==> src/hw/axi_pkg.sv <==
package axi_pkg;

	typedef logic [1:0] resp_t;

	localparam resp_t resp_okay   = 2'b00;
	localparam resp_t resp_decerr = 2'b11;

	// bytes per beat as log2
	localparam logic [2:0] size_b = 3'b000;
	localparam logic [2:0] size_h = 3'b001;
	localparam logic [2:0] size_w = 3'b010;

	// single sram region, 4 KiB
	localparam logic [31:0] mem_base  = 32'h8000_0000;
	localparam int unsigned mem_words = 1024;

	typedef struct packed {
		logic [31:0] rdata;
		resp_t       rresp;
	} r_beat_t;

endpackage

==> src/hw/lsu_pkg.sv <==
package lsu_pkg;

	// datapath width of the core
	localparam int xlen = 32;

	typedef logic [2:0] funct3_t;

	// load widths, bit 2 selects zero extension
	localparam funct3_t funct3_lb  = 3'b000;
	localparam funct3_t funct3_lh  = 3'b001;
	localparam funct3_t funct3_lw  = 3'b010;
	localparam funct3_t funct3_lbu = 3'b100;
	localparam funct3_t funct3_lhu = 3'b101;

	// store widths
	localparam funct3_t funct3_sb  = 3'b000;
	localparam funct3_t funct3_sh  = 3'b001;
	localparam funct3_t funct3_sw  = 3'b010;

endpackage
==> src/hw/lsu.sv <==
`timescale 1ns/1ps

module lsu (
	input  logic        clk,
	input  logic        rst_n,

	input  logic [2:0]  funct3,
	input  logic [31:0] src1,
	input  logic [31:0] src2,
	input  logic [31:0] imm,
	input  logic        lsu_ren,
	input  logic        lsu_wen,
	input  logic        wb_valid,
	output logic [31:0] lsu_val,
	output logic        lsu_done,
	output logic        lsu_err,

	output logic [31:0] araddr,
	output logic [2:0]  arsize,
	output logic        arvalid,
	input  logic        arready,
	input  logic [31:0] rdata,
	input  logic [1:0]  rresp,
	input  logic        rvalid,
	output logic        rready,

	output logic [31:0] awaddr,
	output logic [2:0]  awsize,
	output logic        awvalid,
	input  logic        awready,
	output logic [31:0] wdata,
	output logic [3:0]  wstrb,
	output logic        wvalid,
	input  logic        wready,
	input  logic [1:0]  bresp,
	input  logic        bvalid,
	output logic        bready
);

	import lsu_pkg::*;
	import axi_pkg::*;

	logic [xlen-1:0] addr;
	logic [2:0]      size;
	logic [xlen-1:0] load_val;
	logic            ar_fire;
	logic            aw_fire;
	logic            r_fire;
	logic            b_fire;

	function automatic logic [3:0] byte_mask(input funct3_t f);
		case (f)
			funct3_sb: return 4'b0001;
			funct3_sh: return 4'b0011;
			funct3_sw: return 4'b1111;
			default:   return 4'b0000;
		endcase
	endfunction

	assign addr = src1 + imm;

	// code 3 is left as is so the slave rejects it
	always_comb begin
		case (funct3[1:0])
			2'b00:   size = size_b;
			2'b01:   size = size_h;
			2'b10:   size = size_w;
			default: size = 3'b011;
		endcase
	end

	assign araddr = addr;
	assign awaddr = addr;
	assign arsize = size;
	assign awsize = size;

	// store data and strobes move up to the byte lane
	assign wdata = src2 << {addr[1:0], 3'b000};
	assign wstrb = byte_mask(funct3) << addr[1:0];

	assign ar_fire = arvalid & arready;
	assign aw_fire = awvalid & awready;
	assign r_fire  = rvalid & rready;
	assign b_fire  = bvalid & bready;

	load_format fmt_u (
		.rword  (rdata),
		.offset (addr[1:0]),
		.funct3 (funct3),
		.value  (load_val)
	);

	always_ff @(posedge clk) begin
		if (!rst_n) begin
			arvalid <= 1'b0;
			awvalid <= 1'b0;
			wvalid  <= 1'b0;
			rready  <= 1'b0;
			bready  <= 1'b0;
		end else begin
			arvalid <= arvalid ? ~arready : lsu_ren;
			awvalid <= awvalid ? ~awready : lsu_wen;
			wvalid  <= wvalid ? ~wready : lsu_wen;
			// response readies only while something is outstanding
			rready  <= rready ? ~r_fire : ar_fire;
			bready  <= bready ? ~b_fire : aw_fire;
		end
	end

	always_ff @(posedge clk) begin
		if (!rst_n) begin
			lsu_done <= 1'b0;
			lsu_err  <= 1'b0;
		end else begin
			lsu_done <= r_fire | b_fire;
			lsu_err  <= (r_fire && rresp == resp_decerr) || (b_fire && bresp == resp_decerr);
		end
	end

	// writeback wins over a returning load
	always_ff @(posedge clk) begin
		if (!rst_n) begin
			lsu_val <= '0;
		end else if (wb_valid) begin
			lsu_val <= '0;
		end else if (r_fire) begin
			lsu_val <= load_val;
		end
	end

endmodule

==> src/hw/load_format.sv <==
`timescale 1ns/1ps

module load_format (
	input  logic [31:0] rword,
	input  logic [1:0]  offset,
	input  logic [2:0]  funct3,
	output logic [31:0] value
);

	import lsu_pkg::*;

	logic [xlen-1:0] shifted;

	// bring the addressed byte lane down to bit 0
	assign shifted = rword >> {offset, 3'b000};

	always_comb begin
		case (funct3)
			funct3_lb: begin
				value = {{24{shifted[7]}}, shifted[7:0]};
			end
			funct3_lh: begin
				value = {{16{shifted[15]}}, shifted[15:0]};
			end
			funct3_lw: begin
				value = shifted;
			end
			funct3_lbu: begin
				value = {24'h0, shifted[7:0]};
			end
			funct3_lhu: begin
				value = {16'h0, shifted[15:0]};
			end
			default: begin
				value = '0;
			end
		endcase
	end

endmodule

==> config.mk <==
export PLATFORM = sky130hd
export DESIGN_NAME = lsu
export DESIGN_NICKNAME = d
export VERILOG_FILES = /design/src/hw/axi_pkg.sv /design/src/hw/lsu_pkg.sv /design/src/hw/lsu.sv /design/src/hw/load_format.sv
export SDC_FILE = /design/constraint.sdc
export NUM_CORES = 1
export LEC_CHECK = 0
export BUFFER_PORTS_ARGS = -buffer_cell sky130_fd_sc_hd__buf_4
export CAP_MARGIN = 5
export CORE_AREA = 4 4 111 113
export CTS_BUF_LIST = sky130_fd_sc_hd__clkbuf_4
export DETAILED_ROUTE_END_ITERATION = 8
export DIE_AREA = 0 0 115 117
export PLACE_DENSITY_LB_ADDON = 0.12
export SLEW_MARGIN = 20
export SYNTH_ARGS = -nofsm -noshare
export SYNTH_HDL_FRONTEND = slang
export SYNTH_SLANG_ARGS = --single-unit
==> constraint.sdc <==
create_clock -name clk -period 5.95 [get_ports clk]
set_clock_uncertainty 0.2 [all_clocks]
set_input_delay 0 -clock clk [delete_from_list [all_inputs] [get_ports clk]]
set_output_delay 0 -clock clk [all_outputs]
set_load 0.01 [all_outputs]
==> flow_summary.ini, run 1 <==
[outcome]
run_status = finished, final reports clean

[global_routing]
use_met3_pct = 3.50
grt_pass1_wl_um = 25500
global_route.usage.met2_pct = 41.2
grt_pass1_vias = 5340
gr-usage-all-layers_pct = 22.9
use_met1_pct = 28.9
busiest_layer = met2
grt_start_max_net_pins = 66
grt.overflow.total = 0
antenna_found_initial = 0

[worst_hold_path]
hold_path_startpoint = funct3[1]
hold_class = primary input to register
hold_depth = 4
min_to = lsu_val[18]

[synth]
ys_warn_count = 0
async_flop_share_pct = 0
synthAdderAreaFrac_pct = 9.17
synth.distinct_cells = 61
synth_mux_area_share_pct = 10.6
synth.ff_latch_count = 39
syn_area_per_cell_um2 = 7.44
synth_top_family_by_area = compound AO/OA/AOI/OAI gates
syn-instance-count = 598
synth-simple-area-share_pct = 18.4
synth_compound_area_share_pct = 28.6
synthXorXnorAreaFrac_pct = 5.32
synth-edff-count = 0
yosys_most_used_dff = dfxtp_1
synth-seq-area-share_pct = 17.6
synth_area_mm2 = 0.00445

[worst_setup_path]
crit_type = primary input to register
cp.depth = 12
cp_cell_sequence = buf_4 -> ha_2 -> inv_1 -> fa_2 -> and2_1 -> nand2_1 -> o21ai_0 -> mux2i_1 -> nor3_2 -> a21oi_1 -> dlygate4sd3_1 -> o21ai_0
crit_fanout = 40
arrival_ps = 4190
critPathSlowestCell = fa_2
reg2reg_slack_ps = 3840
worstReg2RegStart = rready
end_kind = register
reg2reg_to = lsu_err
cp.required_ps = 6030
path_buf_inv = 3
startpoint_type = primary input
cpMostUsedCell = o21ai_0
cpLargestDelayFamily = simple AND/OR/NAND/NOR gates
rr_worst_depth = 4
slowest_delay_ps = 1180
startpoint = src1[0]

[placement]
hpwl_um = 13000
place_ws_ps = 2030
place_congestion = 0.831
port_buffers = 287
placed_cells = 963

[floorplan]
rows = 39
die_area_mm2 = 0.0135
core_region_area_mm2 = 0.0113
ioPinCount = 290
start_util_pct = 39.3
die_h_um = 117
die_x_um = 115

[sta]
rsz0062_at_grt = false
tns_ps = 0
finalMaxSlewViolations = 0
min_period_ps = 4110
fin_crit_sh_pct = 69.1
clock.fmax_mhz = 243
setup_slack_ps = 1840
final_hold_viol_count = 0
setup_violations = 0
relSlewSlack_pct = 34.4
tightest_slew_ps = 985

[routing]
drt-initial-drc-count = 348
drt_wl_total_um = 16700
drtPass1Iterations = 4
drc = 0
ant_nets = 0
vias_per_cell = 5.24
avgRoutedWirePerCell_um = 16.2
num_vias = 5410

[layout]
fin_nets = 1065
area_growth_pct = 59.1
final_common_cell = buf_4
layout.cells.non_filler = 1032
n_fill_cell = 1003
antenna_cells = 0
post-route-util_pct = 62.5
mostFrequentLayoutCells = 290 x buf_4, 61 x dlygate4sd3_1, 57 x nand2_1
final_layout_size_suffix_gt1_share_pct = 36.4

[pwr]
p_leak_nw = 3.41
peakVddDrop_mv = 0.0932
total_power_mw = 1.17
powerDensity_mw_per_mm2 = 166

[flow_run]
cap_viol_max_count = 0

[clock_tree]
clock_latency_ps = 350
root_buffer = clkbuf_4
cts_tree = built
cts_buffer_depth = 2
htree_levels = 2
numCtsBuffers = 5
clk_pin_slew_ps = 130
clock_sinks = 39
power by group:
part           switching, mW  internal (mW)  leakage [nW]
logic                  0.377          0.398          3.07
registers            0.00267          0.264         0.315
clock network         0.0891         0.0433        0.0263
final cells by class:
cell class	count	area [um^2]	share of cell area (%)
multi-input cells	478	3230	45.6
clock inverters	3	15.0	0.212
clock buffers	5	37.5	0.531
well taps	143	179	2.53
repair buffers	351	2790	39.4
inverters	13	48.8	0.690
flip-flops and latches	39	781	11.0
kinds of logic after synthesis:
| group | count (synthesis) |
|---|---|
| compound gates | 198 |
| simple gates | 173 |
| buf+inv | 82 |
| mux | 46 |
| flops | 39 |
| fa+ha+maj | 32 |
| xor+xnor | 27 |
| other cells | 1 |
worst max-delay path by stage:
stage / end
after detailed placement: lsu_val[16]
after CTS: lsu_val[27]
after floorplan: wstrb[2]
final: lsu_val[28]
after global routing: lsu_val[24]
after global placement: lsu_val[20]
worst register-to-register path: cells and delay by family (launching register included):
| kind | cells | cell delay, ps |
|---|---|---|
| flops | 1 | 460 |
| compound gates | 1 | 170 |
| buf+inv | 2 | 1140 |
| simple gates | 1 | 100 |
sequential cells by signal, summed over array words and instances (netlist names):
register	cells
wvalid	1
awvalid	1
arvalid	1
lsu_err	1
bready	1
rready	1
lsu_done	1
lsu_val	32
metrics by stage:
step                cell area (um^2)  hold slack [ps]
global route                    7070             44.4
CTS                             7070             4.38
floorplan                       4450            -78.3
global placement                6410             54.3
finish                          7070             32.0
detailed placement              6410             61.8
repair_timing:
action | CTS | global route
endpoints found under the hold margin | 38 | 0
hold buffers | 61 | 0
gates resized for setup | 0 | 0
setup buffers | 0 | 0
synthesized netlist by cell type (all sizes together), types with 6 or more instances:
cell,n,area share [%]
xor2,7,1.4
nand2b,6,0.84
nand2,57,4.8
a22oi,17,2.9
o21ai,54,6.1
clkbuf,26,2.2
nor2b,13,1.8
mux2i,38,8.6
and2,16,2.3
inv,13,1.1
nor2,48,4.1
dfxtp,39,18
nor3,7,0.79
and3,8,1.2
a21o,25,4.4
a21oi,54,6.1
a211oi,11,2.0
ha,31,8.7
buf,43,7.0
mux2,8,2.0
xnor2,20,3.9
layer usage:
layer | wire length (um) | vias to the layer above
met2 | 8630 | 188
met5 | 0 | -
met4 | 153 | 0
met1 | 6900 | 2524
met3 | 1030 | 12
li1 | - | 2686
No activity file was read; power rests on OpenSTA's default activity.
==> inputs of run 2 (changes only) <==
--- a/config.mk
+++ b/config.mk
@@ -7,10 +7,10 @@
 export LEC_CHECK = 0
 export BUFFER_PORTS_ARGS = -buffer_cell sky130_fd_sc_hd__buf_4
 export CAP_MARGIN = 5
-export CORE_AREA = 4 4 111 113
+export CORE_AREA = 4 4 109 111
 export CTS_BUF_LIST = sky130_fd_sc_hd__clkbuf_4
 export DETAILED_ROUTE_END_ITERATION = 8
-export DIE_AREA = 0 0 115 117
+export DIE_AREA = 0 0 113 115
 export PLACE_DENSITY_LB_ADDON = 0.12
 export SLEW_MARGIN = 20
 export SYNTH_ARGS = -nofsm -noshare
==> constraint.sdc (replaced) <==
create_clock -name clk -period 4 [get_ports clk]
set_clock_uncertainty 0.2 [all_clocks]
set_input_delay 0 -clock clk [delete_from_list [all_inputs] [get_ports clk]]
set_output_delay 0 -clock clk [all_outputs]
set_load 0.01 [all_outputs]
==> run 2 against run 1 <==
Via count up 0.92%. Design area up 0.41%. Sequential share of layout area about the same. Clock power up 100%. Setup slack worse by 1000 ps. Critical path type unchanged.
==> flow_summary.ini, run 2 (synthesis results as in run 1) <==
[outcome]
run_status = finished, final reports clean

[sta]
relSlewSlack_pct = 34.6
min_period_ps = 3200
setup_violations = 0
rsz0062_at_grt = false
tns_ps = 0
clock.fmax_mhz = 313
tightest_slew_ps = 976
fin_crit_sh_pct = 80.0
finalMaxSlewViolations = 0
final_hold_viol_count = 0

[layout]
multi_input_area_mm2 = 0.00322
top_register = lsu_val
fin_nets = 1067
area_growth_pct = 59.7
mostFrequentLayoutCells = 293 x buf_4, 60 x dlygate4sd3_1, 57 x nand2_1
antenna_cells = 0
regArea_um2 = 781
n_fill_cell = 941
layout.cells.non_filler = 1031
largest_reg_flops = 32
final_common_cell = buf_4
final_layout_size_suffix_gt1_share_pct = 36.7

[clock_tree]
cts_tree = built
cts_resized = 0
numCtsBuffers = 5
root_buffer = clkbuf_4
clock_sinks = 39
clk_pin_slew_ps = 130
cts_buffer_depth = 2
clock_latency_ps = 350
htree_levels = 2

[floorplan]
rows = 38
die_h_um = 115
die_area_mm2 = 0.0130
ioPinCount = 290
die_x_um = 113
start_util_pct = 41.2
core_region_area_mm2 = 0.0108

[routing]
avgRoutedWirePerCell_um = 16.3
drtPass1Iterations = 5
ant_nets = 0
drt_wl_total_um = 16800
num_vias = 5460
drc = 0
drt-initial-drc-count = 309
vias_per_cell = 5.30

[global_routing]
grt_pass1_wl_um = 25900
busiest_layer = met2
grt.overflow.total = 0
gr-usage-all-layers_pct = 23.7
grt_start_max_net_pins = 45
use_met1_pct = 28.8
grt_pass1_vias = 5342
use_met3_pct = 3.53
global_route.usage.met2_pct = 44.3
antenna_found_initial = 0

[placement]
hpwl_um = 13100
port_buffers = 287
place_congestion = 0.899
placed_cells = 963

[worst_setup_path]
crit_fanout = 16
crit_type = primary input to register
arrival_ps = 3260
cp.required_ps = 4060
startpoint_type = primary input
end_kind = register

[worst_hold_path]
hold_class = primary input to register

[pwr]
p_leak_nw = 3.44
powerDensity_mw_per_mm2 = 257
peakVddDrop_mv = 0.161

[flow_run]
cap_viol_max_count = 0
[run 2: cell count changes in the layout (fill, tap and decap cells not counted)]
cell / before / now
buf_4: 290 / 293
a21oi_1: 53 / 54
a21oi_2: 1 / 0
bufinv_16: 0 / 1
clkinv_1: 2 / 1
clkinv_2: 0 / 1
clkinvlp_4: 1 / 0
dlygate4sd3_1: 61 / 60
[run 2: path summary, 6_finish.rpt]
path	depth (start not counted)	startpoint	slack [ps]	to
setup / recovery	13	src1[0]	800	lsu_val[29]
hold / removal	7	rdata[14]	30	lsu_val[14]
setup reg to reg	4	bready	1970	lsu_err
hold reg to reg	2	lsu_val[28]	270	lsu_val[28]
[run 2: per-stage QoR]
stage	area (um^2)	utilization, %	worst slack, ps	hold slack (ps)	total power, mW
after global placement	6430	59.5	1160	52.5	1.48
final	7100	65.8	801	29.4	1.82
after global routing	7100	65.8	568	74.3	1.94
after detailed placement	6430	59.5	1000	57.9	1.49
after CTS	7100	65.8	876	20.7	1.82
after floorplan	4450	-	1380	-78.3	1.07
[run 2: area by class of cell]
cell class / instances / area share (%)
clock buffers: 5 / 0.528
clock inverters: 3 / 0.546
inverters: 13 / 0.687
multi-input cells: 478 / 45.4
flip-flops and latches: 39 / 11.0
well taps: 140 / 2.47
repair buffers: 353 / 39.4
[run 2: report_power, final]
part | internal [mW] | switching (mW)
clock network | 0.129 | 0.139
registers | 0.393 | 0.00367
logic | 0.594 | 0.565
[run 2: worst max-delay path, cell delays in order]
cell	delay, ps
buf_4	80
ha_2	180
inv_1	50
fa_2	640
and2_1	160
buf_4	230
nand2_1	70
o21ai_0	110
mux2i_1	130
nor3_2	750
a21oi_1	70
dlygate4sd3_1	610
o21ai_0	190
[run 2: timing repair]
action / 4_1_cts / 5_1_grt
endpoints found under the setup margin: 0 / 0
hold endpoints to repair: 38 / 0
hold buffers: 60 / 0
buffers inserted: 0 / 0
[run 2: per-layer routing]
| metal | vias up | share of wire (%) |
|---|---|---|
| met5 | - | 0 |
| met4 | 0 | 1.4 |
| met3 | 19 | 6.9 |
| met2 | 209 | 52 |
| met1 | 2541 | 39 |
| li1 | 2691 | - |
==> inputs of run 3 (changes only) <==
==> constraint.sdc (replaced) <==
create_clock -name clk -period 3.3 [get_ports clk]
set_clock_uncertainty 0.2 [all_clocks]
set_input_delay 0 -clock clk [delete_from_list [all_inputs] [get_ports clk]]
set_output_delay 0 -clock clk [all_outputs]
set_load 0.01 [all_outputs]
==> run 3 against run 2 <==
The run now ends with hold timing left. Routed wire length rose by 0.99%. Clock power up 24%. Count of clock-buffer cells in the layout unchanged. Critical path depth is 3 lower. Core utilization is 0.23 points higher. Sequential share of layout area hardly changed. Sequential power up 21%. Design area up 0.35%. Global-route usage grew 0.65 points. Combinational power grew 22%. Highest routed layer unchanged.
==> flow_summary.ini, run 3 (synthesis results as in run 1) <==
[worst_setup_path]
cpLargestDelayFamily = simple AND/OR/NAND/NOR gates
end_kind = output pin
critPathSlowestCell = or3_1
slowest_delay_ps = 500
cp.required_ps = 3100
startpoint_type = primary input
cp_cell_sequence = buf_4 -> ha_1 -> o211a_2 -> a211oi_2 -> nor4_1 -> or3_1 -> a311oi_4 -> nor4_1 -> or3_1 -> buf_4
arrival_ps = 2660
crit_type = primary input to output pin
path_buf_inv = 2
crit_fanout = 7

[clock_tree]
clk_pin_slew_ps = 120
cts_buffer_depth = 2
cts_tree = built
post_cts_buffers = 0
htree_levels = 2
numCtsBuffers = 5
clock_sinks = 39
root_buffer = clkbuf_4
clock_latency_ps = 360

[global_routing]
gr-usage-all-layers_pct = 24.4
grt_pass1_wl_um = 26500
grt_start_max_net_pins = 44
grt_pass1_vias = 5508
grt.overflow.total = 0
antenna_found_initial = 0

[routing]
drt-initial-drc-count = 289
num_vias = 5488
drt_wl_total_um = 17000
vias_per_cell = 5.31
drtPass1Iterations = 4
ant_nets = 0
avgRoutedWirePerCell_um = 16.4
drc = 0

[outcome]
violations = hold timing
run_status = complete, but fails checks

[layout]
fin_nets = 1069
final_layout_size_suffix_gt1_share_pct = 36.8
mostFrequentLayoutCells = 295 x buf_4, 60 x dlygate4sd3_1, 57 x nand2_1
final_area_mm2 = 0.00713
top_register = lsu_val
layout.cells.non_filler = 1033
largest_reg_flops = 32
area_growth_pct = 60.3
antenna_cells = 0
final_common_cell = buf_4

[floorplan]
ioPinCount = 290
die_h_um = 115
core_region_area_mm2 = 0.0108
rows = 38
start_util_pct = 41.2
die_x_um = 113
die_area_mm2 = 0.0130

[pwr]
p_leak_nw = 3.46
peakVddDrop_mv = 0.155
powerDensity_mw_per_mm2 = 312

[sta]
fin_crit_sh_pct = 86.7
finalMaxSlewViolations = 0
whs_ps = -5.96
clock.fmax_mhz = 349
final_hold_viol_count = 2
rsz0062_at_grt = false
relSlewSlack_pct = 54.5
tightest_slew_ps = 682
tns_ps = 0
setup_violations = 0
min_period_ps = 2860

[flow_run]
cap_viol_max_count = 0

[placement]
placed_area_mm2 = 0.00644
place_congestion = 0.883
placed_cells = 965
hpwl_um = 13400
port_buffers = 287

[worst_hold_path]
hold_class = primary input to register
==> run 3: cell types whose count changed in the layout (fill, tap and decap cells not counted), sizes merged <==
cell    previous run  this run
clkinv             2         1
inv               13        14
buf              293       295
==> run 3: final cells by class <==
type | count | area [um^2]
multi-input combinational | 478 | 3230
timing repair buffer | 355 | 2820
clock buffer | 5 | 37.5
fill | 939 | 3660
tap | 140 | 175
inverter | 13 | 48.8
sequential | 39 | 781
clock inverter | 3 | 42.5
==> run 3: report_power, final <==
| part | internal, mW | leakage, nW | total, mW | switching (mW) |
|---|---|---|---|---|
| clock network | 0.160 | 0.0432 | 0.332 | 0.172 |
| registers | 0.476 | 0.315 | 0.480 | 0.00428 |
| logic | 0.723 | 3.10 | 1.41 | 0.691 |
| total | 1.36 | 3.46 | 2.23 | 0.867 |
==> run 3: worst paths after layout <==
kind                                   from          end  slack, ps  depth (start not counted)
worst max-delay path                src1[2]   araddr[31]        440                         10
worst min-delay path              funct3[1]  lsu_val[19]         -6                          4
worst min register to register  lsu_val[20]  lsu_val[20]        270                          2
worst max register to register       rready      lsu_err       1260                          4
==> run 3: timing repair <==
item	4_1_cts	5_1_grt
endpoints found under the hold margin	39	0
setup endpoints to repair	0	1
gates resized for setup	0	1
hold buffers	60	0
==> run 3: metal layers <==
metal,vias up,global-route usage [%],share of wire (%)
li1,2705,-,-
met4,0,7.77,2.9
met1,2515,28.9,39
met2,230,44.8,51
met3,38,3.89,6.8
met5,-,0,0
==> run 3: per-stage QoR <==
stage	setup WS (ps)	power, mW	utilization [%]
2_1_floorplan	682	1.30	-
3_3_place_gp	474	1.80	59.7
3_5_place_dp	428	1.82	59.7
4_1_cts	345	2.23	66.0
5_1_grt	255	2.37	66.0
6_report	437	2.23	66.0
==> run 3: worst min-delay path, stage by stage <==
cell     delay, ps
buf_4          180
nor3_4         120
a21oi_1        120
o21ai_0         80
